**src/rtl/pianoTiles_params.svh**
```systemverilog
`ifndef PIANOTILES_PARAMS_SVH
`define PIANOTILES_PARAMS_SVH

// Playfield geometry in pixel rows
`define SCREEN_HEIGHT 120
`define TILE_HEIGHT 20

// Lanes on screen and tiles that can fall at once
`define LANES 4
`define SLOTS 4

// Clock cycles per one-row fall step
`define STEP_CYCLES 8

// Clock cycles between spawn attempts
`define SPAWN_CYCLES 300

// Nonzero start value for the lane LFSR
`define LFSR_SEED 24'h800001

// Score counter width, wraps at the top
`define SCORE_WIDTH 8

`endif

```
**src/rtl/pianoTilesPkg.sv**
```systemverilog
package pianoTilesPkg;

	// One bit per lane, bit 0 is the leftmost lane
	typedef logic [3:0] laneMaskT;

	// One falling tile
	typedef struct packed
	{
		logic       active;
		logic [1:0] lane;
		// Row of the tile, 0 at the top
		logic [6:0] y;
		// Set once the tile has been hit
		logic       scored;
	} tileSlotT;

	// Result of one cycle of play in the field
	typedef struct packed
	{
		// New hits this cycle, 0 to 4
		logic [2:0] hits;
		logic       miss;
	} fieldEventT;

endpackage

```
**src/rtl/keyPress.sv**
```systemverilog
`timescale 1ns/1ps

module keyPress
	import pianoTilesPkg::*;
(
	input  logic       CLOCK_50,
	input  logic       rst,
	input  logic [3:0] KEY,
	output laneMaskT   press
);

	// Keys are active low and numbered right to left
	logic [3:0] pressedNow;
	logic [3:0] prevPressed;

	assign pressedNow = ~{KEY[0], KEY[1], KEY[2], KEY[3]};

	// Pulse on the first sample of a new push
	always_ff @(posedge CLOCK_50)
	begin
		if (rst)
		begin
			prevPressed <= '1;
			press <= '0;
		end
		else
		begin
			prevPressed <= pressedNow;
			press <= pressedNow & ~prevPressed;
		end
	end

endmodule

```
**src/rtl/tileField.sv**
```systemverilog
`timescale 1ns/1ps
`include "pianoTiles_params.svh"

module tileField
	import pianoTilesPkg::*;
(
	input  logic       CLOCK_50,
	input  logic       rst,
	input  logic       hold,
	input  logic       restart,
	input  laneMaskT   playPress,
	output fieldEventT fieldEvent
);

	localparam int STEP_W = $clog2(`STEP_CYCLES + 1);
	localparam int SPAWN_W = $clog2(`SPAWN_CYCLES + 1);
	// Hit window is every row below this one
	localparam logic [6:0] WINDOW_TOP = 7'(`SCREEN_HEIGHT - `TILE_HEIGHT);
	localparam logic [6:0] BOTTOM_ROW = 7'(`SCREEN_HEIGHT - 1);

	tileSlotT slots [`SLOTS];
	tileSlotT nextSlots [`SLOTS];

	logic [STEP_W-1:0] stepCount;
	logic [SPAWN_W-1:0] spawnCount;
	logic stepDone;
	logic spawnDone;

	logic [23:0] lfsr;

	logic [`SLOTS-1:0] inWindow;
	logic [`SLOTS-1:0] hitMask;
	logic [2:0] hitCount;
	logic missPress;
	logic exitMiss;

	assign stepDone = (stepCount == STEP_W'(`STEP_CYCLES - 1));
	assign spawnDone = (spawnCount == SPAWN_W'(`SPAWN_CYCLES - 1));

	always_comb
	begin
		for (int s = 0; s < `SLOTS; s++)
		begin
			inWindow[s] = slots[s].active && (slots[s].y > WINDOW_TOP);
		end
	end

	// Each press claims the lowest slot of its lane inside the window
	always_comb
	begin : hitMatch
		logic found;
		hitMask = '0;
		missPress = 1'b0;
		for (int l = 0; l < `LANES; l++)
		begin
			found = 1'b0;
			for (int s = 0; s < `SLOTS; s++)
			begin
				if (!found && inWindow[s] && (slots[s].lane == 2'(l)))
				begin
					found = 1'b1;
					hitMask[s] = playPress[l];
				end
			end
			if (playPress[l] && !found)
			begin
				missPress = 1'b1;
			end
		end
	end

	// Repeat hits on a scored tile count nothing
	always_comb
	begin
		hitCount = '0;
		for (int s = 0; s < `SLOTS; s++)
		begin
			if (hitMask[s] && !slots[s].scored)
			begin
				hitCount = hitCount + 3'd1;
			end
		end
	end

	always_comb
	begin : slotUpdate
		logic freeFound;
		nextSlots = slots;
		exitMiss = 1'b0;
		freeFound = 1'b0;
		for (int s = 0; s < `SLOTS; s++)
		begin
			if (hitMask[s])
			begin
				nextSlots[s].scored = 1'b1;
			end
			if (stepDone && slots[s].active)
			begin
				if (slots[s].y == BOTTOM_ROW)
				begin
					nextSlots[s].active = 1'b0;
					// Leaving the screen unhit ends the game
					if (!slots[s].scored && !hitMask[s])
					begin
						exitMiss = 1'b1;
					end
				end
				else
				begin
					nextSlots[s].y = slots[s].y + 7'd1;
				end
			end
			// New tile takes the first slot that was free
			if (spawnDone && !freeFound && !slots[s].active)
			begin
				nextSlots[s] = '{active: 1'b1, lane: lfsr[1:0], y: '0, scored: 1'b0};
				freeFound = 1'b1;
			end
		end
	end

	// Lane source keeps running through hold and restart
	always_ff @(posedge CLOCK_50)
	begin
		if (rst)
		begin
			lfsr <= `LFSR_SEED;
		end
		else
		begin
			lfsr <= {lfsr[22:0], lfsr[23] ^ lfsr[22] ^ lfsr[17] ^ lfsr[16]};
		end
	end

	always_ff @(posedge CLOCK_50)
	begin
		if (rst || restart)
		begin
			slots <= '{default: '0};
			stepCount <= '0;
			spawnCount <= '0;
			fieldEvent <= '0;
		end
		else if (hold)
		begin
			fieldEvent <= '0;
		end
		else
		begin
			slots <= nextSlots;
			stepCount <= stepDone ? '0 : stepCount + 1'b1;
			spawnCount <= spawnDone ? '0 : spawnCount + 1'b1;
			fieldEvent <= '{hits: hitCount, miss: missPress || exitMiss};
		end
	end

endmodule

```
**src/rtl/gameControl.sv**
```systemverilog
`timescale 1ns/1ps
`include "pianoTiles_params.svh"

module gameControl
	import pianoTilesPkg::*;
(
	input  logic                    CLOCK_50,
	input  logic                    rst,
	input  laneMaskT                press,
	input  fieldEventT              fieldEvent,
	output laneMaskT                playPress,
	output logic                    hold,
	output logic                    restart,
	output logic [`SCORE_WIDTH-1:0] score,
	output logic                    gameOver
);

	// Presses only reach the field during play
	assign playPress = gameOver ? '0 : press;

	// Field freezes while the game is over
	assign hold = gameOver;

	always_ff @(posedge CLOCK_50)
	begin
		if (rst)
		begin
			gameOver <= 1'b0;
			score <= '0;
			restart <= 1'b0;
		end
		else
		begin
			restart <= 1'b0;
			if (gameOver)
			begin
				// Any key starts a new game
				if (|press)
				begin
					gameOver <= 1'b0;
					score <= '0;
					restart <= 1'b1;
				end
			end
			else
			begin
				score <= score + `SCORE_WIDTH'(fieldEvent.hits);
				if (fieldEvent.miss)
				begin
					gameOver <= 1'b1;
				end
			end
		end
	end

endmodule

```
**src/rtl/scoreDisplay.sv**
```systemverilog
`timescale 1ns/1ps

module scoreDisplay
(
	input  logic [7:0] score,
	output logic [6:0] HEX0,
	output logic [6:0] HEX1
);

	logic [4:0] tens;
	logic [3:0] ones;

	// Active-low segments, g down to a
	function automatic logic [6:0] segPattern(input logic [4:0] digit);
		case (digit)
			5'd0: segPattern = 7'h40;
			5'd1: segPattern = 7'h79;
			5'd2: segPattern = 7'h24;
			5'd3: segPattern = 7'h30;
			5'd4: segPattern = 7'h19;
			5'd5: segPattern = 7'h12;
			5'd6: segPattern = 7'h02;
			5'd7: segPattern = 7'h78;
			5'd8: segPattern = 7'h00;
			5'd9: segPattern = 7'h10;
			// Blank, only reached by tens above 9
			default: segPattern = 7'h7F;
		endcase
	endfunction

	assign tens = 5'(score / 8'd10);
	assign ones = 4'(score % 8'd10);

	assign HEX1 = segPattern(tens);
	assign HEX0 = segPattern({1'b0, ones});

endmodule

```
**src/rtl/pianoTilesTop.sv**
```systemverilog
`timescale 1ns/1ps

module pianoTilesTop
(
	input  logic       CLOCK_50,
	input  logic       rst,
	input  logic [3:0] KEY,
	output logic [6:0] HEX0,
	output logic [6:0] HEX1,
	output logic [9:0] LEDR
);

	logic [3:0] press;
	logic [3:0] playPress;
	logic [3:0] fieldEvent;
	logic hold;
	logic restart;
	logic [7:0] score;
	logic gameOver;

	keyPress keys0
	(
		.CLOCK_50 (CLOCK_50),
		.rst      (rst),
		.KEY      (KEY),
		.press    (press)
	);

	tileField field0
	(
		.CLOCK_50   (CLOCK_50),
		.rst        (rst),
		.hold       (hold),
		.restart    (restart),
		.playPress  (playPress),
		.fieldEvent (fieldEvent)
	);

	gameControl control0
	(
		.CLOCK_50   (CLOCK_50),
		.rst        (rst),
		.press      (press),
		.fieldEvent (fieldEvent),
		.playPress  (playPress),
		.hold       (hold),
		.restart    (restart),
		.score      (score),
		.gameOver   (gameOver)
	);

	scoreDisplay display0
	(
		.score (score),
		.HEX0  (HEX0),
		.HEX1  (HEX1)
	);

	// LEDR[8] unused
	assign LEDR = {gameOver, 1'b0, score};

endmodule

```
**config.mk**
```make
export PLATFORM = sky130hd
export DESIGN_NAME = pianoTilesTop
export DESIGN_NICKNAME = d
export VERILOG_FILES = /design/src/rtl/pianoTilesPkg.sv /design/src/rtl/keyPress.sv /design/src/rtl/tileField.sv /design/src/rtl/gameControl.sv /design/src/rtl/scoreDisplay.sv /design/src/rtl/pianoTilesTop.sv
export VERILOG_INCLUDE_DIRS = /design/src /design/src/rtl
export SDC_FILE = /design/constraint.sdc
export NUM_CORES = 1
export LEC_CHECK = 0
export BUFFER_PORTS_ARGS = -buffer_cell sky130_fd_sc_hd__buf_4
export CAP_MARGIN = 15
export CELL_PAD_IN_SITES_DETAIL_PLACEMENT = 1
export CELL_PAD_IN_SITES_GLOBAL_PLACEMENT = 1
export CORE_MARGIN = 4
export CORE_UTILIZATION = 47
export DETAILED_ROUTE_END_ITERATION = 16
export GPL_ROUTABILITY_DRIVEN = 0
export GPL_TIMING_DRIVEN = 0
export HOLD_SLACK_MARGIN = 0.02
export PLACE_DENSITY_LB_ADDON = 0.1
export SLEW_MARGIN = 25
export SYNTH_ARGS = -nofsm -noshare
export SYNTH_HDL_FRONTEND = slang
export SYNTH_SLANG_ARGS = --single-unit
```
**constraint.sdc**
```tcl
create_clock -name CLOCK_50 -period 3.8 [get_ports CLOCK_50]
set_clock_uncertainty 0.1 [all_clocks]
set_input_delay 0.76 -clock CLOCK_50 [delete_from_list [all_inputs] [get_ports CLOCK_50]]
set_output_delay 0.76 -clock CLOCK_50 [all_outputs]
set_load 0.005 [all_outputs]
```
==> results_dict.tcl <==
set metrics [dict create \
    r2r-start "field0.slots[34]$_SDFFE_PP0P_" \
    die_y_um 117 \
    tightestPinTransition_ns 0.802 \
    ir_worst_vdd_mv 0.287 \
    cts_sinks 103 \
    synth-seq-cells 103 \
    die_width_um 117 \
    final.setup.tns_ns -0.412 \
    rrSetupSlack_ns 0.27 \
    final-setup-viol-count 6 \
    totalWireLength_um 16100 \
    hold_end "keys0.press[0]$_SDFF_PP0_" \
    finalWorstSetupSlack_ns -0.110 \
    reg2reg_to "field0.fieldEvent[3]$_SDFF_PP0_" \
    multi_input_comb_area_um2 3490 \
    antennaDiodeCount 0 \
    hold_buffers 0 \
    fillers 1362 \
    worstHoldPathCells 1 \
    ios 30 \
    sw_frac_of_total_pct 25.0 \
    track_usage_pct 22.9 \
    max_clock_freq_mhz 256 \
    grt_start_max_net_pins 22 \
    start_util_pct 48.4 \
    crit_arrival_ns 3.05 \
    yosysWarnings 0 \
    powerDensity_nw_per_um2 315 \
    rsz0062_at_grt "true" \
    cts_tree "done" \
    synthCells 673 \
    gr-total-overflow 0 \
    rr_worst_depth 14 \
    vias_per_cell 5.78 \
    grt_pass1_vias 5227 \
    comb_power_share_pct 4.0 \
    drive_above_1_share_pct 18.2 \
    end_kind "primary output" \
    clk_pin_slew_ns 0.08 \
    cts_root_buf "clkbuf_16" \
    violations "setup timing" \
    clock_latency_ns 0.35 \
    drt.antenna.violating_nets 0 \
    seq_area_frac_synth_pct 37.0 \
    start_kind "flip-flop" \
    maxCapViolations 0 \
    pwr-share-clk_pct 44.0 \
    intPower_mw 1.60 \
    drc 0 \
    critPathMaxFanout 4 \
    avgSynthCellArea_um2 8.28 \
    period_needed_ns 3.91 \
    seq_area_um2 2080 \
    syn2layout_area_growth_pct 21.3 \
    report.final.slew_viol_count 0 \
    synth_edf_count 0 \
    cts_buffers 9 \
    async_flop_share_pct 0 \
    power_frac_seq_pct 52.0 \
    worstSetupPathType "reg -> out" \
    grt_pass1_wl_um 25200 \
    cts-htree-levels 3 \
    hold_start "keys0.prevPressed[0]$_SDFF_PP1_" \
    post-place-ws_ns -0.335 \
    antenna_found_initial 0 \
    coreArea_um2 11500 \
    timing.final.crit_share_pct 103 \
    hp-class "reg -> reg" \
    drt_pass1_iterations 4 \
    cts.path.max_buffers 2 \
    p_switching_uw 533 \
    portBuffers 28 \
    hold_viol_final 0 \
    synth.distinct_cells 69 \
    num_vias 5121 \
    dp_hpwl_um 10900 \
    status "finished with violations" \
    critPathRequiredTime_ns 2.94 \
    wire_per_inst_um 18.2 \
    syn-num-nets 706 \
    syn_area_um2 5570 \
    maxSlewHeadroom_pct 46.4 \
    power_leakage_nw 2.64 \
    ys.flop_type "dfxtp_1" \
    die-area_um2 13700 \
    rows 39 \
    fin_nets 771 \
    drtIter0Drc 280 \
]
## per-stage QoR
step | hold WS [ns] | instance area, um^2 | utilization, % | cells | total power, mW
floorplan | 0.267 | 5570 | - | 673 | 1.19
global placement | 0.273 | 5960 | 51.8 | 844 | 1.21
detailed placement | 0.281 | 5960 | 51.8 | 844 | 1.22
CTS | 0.290 | 6460 | 56.1 | 871 | 2.15
global route | 0.309 | 6760 | 58.7 | 886 | 2.22
finish | 0.289 | 6760 | 58.7 | 886 | 2.13
## how the worst max path moves through the flow
stage                              startpoint       to  slack [ns]  cells past startpoint
2_1_floorplan  control0.score[7]$_SDFFE_PP0P_  HEX0[6]        0.33                     11
3_3_place_gp   control0.score[2]$_SDFFE_PP0P_  HEX0[6]       -0.23                     12
3_5_place_dp   control0.score[7]$_SDFFE_PP0P_  HEX0[6]       -0.33                     12
4_1_cts        control0.score[4]$_SDFFE_PP0P_  HEX0[6]       -0.03                     12
5_1_grt        control0.score[4]$_SDFFE_PP0P_  HEX0[6]       -0.28                     14
6_report       control0.score[4]$_SDFFE_PP0P_  HEX0[6]       -0.11                     14
## cell usage in the layout, fill, tap and decap left out, types with 17 or more instances in the layout
master     n
buf_4     58
nand3_1   27
a21oi_1   34
nand4_1   17
xor2_1    26
nor2_1    99
nor2b_1   27
o21ai_0   20
nand2_1   41
nand2b_1  21
inv_1     25
dfxtp_1   98
ha_1      20
## Yosys cell counts, drive strengths merged (4+ instances only)
cell type | number | area (um^2)
xor2 | 27 | 236
or3 | 6 | 37.5
nor2b | 30 | 188
o21ai | 25 | 125
ha | 26 | 325
nor2 | 101 | 382
nand3b | 5 | 37.5
nand4 | 17 | 106
a21o | 4 | 30.0
nor3 | 16 | 80.1
nand2 | 41 | 154
a2111oi | 4 | 53.8
xnor2 | 16 | 140
a211oi | 8 | 65.1
and2 | 7 | 43.8
nand3 | 28 | 145
a22oi | 4 | 30.0
buf | 10 | 61.3
a21oi | 37 | 185
nor3b | 6 | 45.0
dfxtp | 103 | 2060
nand2b | 21 | 131
inv | 27 | 101
and3 | 5 | 31.3
mux2i | 15 | 150
or2 | 4 | 25.0
a31oi | 6 | 37.5
clkbuf | 20 | 75.1
## cells by family after synthesis
| group | count (synthesis) | synth area share [%] |
|---|---|---|
| AND/OR/NAND/NOR | 307 | 28.5 |
| AO/OA/AOI/OAI | 116 | 13.7 |
| flip-flops | 103 | 37.0 |
| buffers and inverters | 58 | 4.33 |
| XOR/XNOR | 43 | 6.76 |
| adder cells (fa/ha/maj) | 28 | 6.38 |
| multiplexers | 17 | 3.30 |
| other | 1 | 0.0673 |
## registers in the layout, indices dropped and copies added (netlist names)
name / flops
control0.gameOver: 1
keys0.press: 4
field0.lfsr: 24
field0.spawnCount: 9
field0.slots: 44
control0.restart: 1
field0.stepCount: 4
keys0.prevPressed: 4
field0.fieldEvent: 4
control0.score: 8
## power by group through the flow
stage               logic, mW  registers (mW)  clock network (mW)
global route           0.0964            1.11                1.01
floorplan              0.0557            1.13                   0
detailed placement     0.0835            1.14                   0
CTS                    0.0853            1.11               0.958
finish                 0.0849            1.11               0.937
global placement       0.0789            1.13                   0
## what timing repair did
item | 4_1_cts | 5_1_grt
resized for setup | 34 | 48
pin swaps | 6 | 19
hold endpoints to repair | 0 | 0
buffers inserted | 11 | 17
setup endpoints to repair | 15 | 15
## metal layers
layer	global-route usage (%)	vias to the layer above	wire, um
met3	3.75	37	530
li1	-	2471	-
met4	7.49	0	454
met2	40.8	101	8240
met1	28.2	2512	6920
met5	0	-	0
## critical path, stage by stage, from the launching register on
cell and delay, ns:
dfxtp_4 0.36, buf_4 0.14, nor4b_4 0.27, buf_4 0.16
a21oi_1 0.04, nand3_1 0.16, o32ai_2 0.12, o31a_1 0.37
xnor2_2 0.20, ha_2 0.23, a21oi_2 0.06, a311oi_1 0.24
a21oi_1 0.10, nor2_1 0.12, buf_4 0.12
## cell type report
cell class                 instances  area share [%]
tap                              143            2.65
multi-input combinational        512            51.6
inverter                          28            1.70
timing repair buffer              54            6.22
clock buffer                       9            3.33
sequential                       103            30.7
buffer                            30            2.59
clock inverter                     7            1.18
Note: power is estimated with default switching activity, not from simulation.
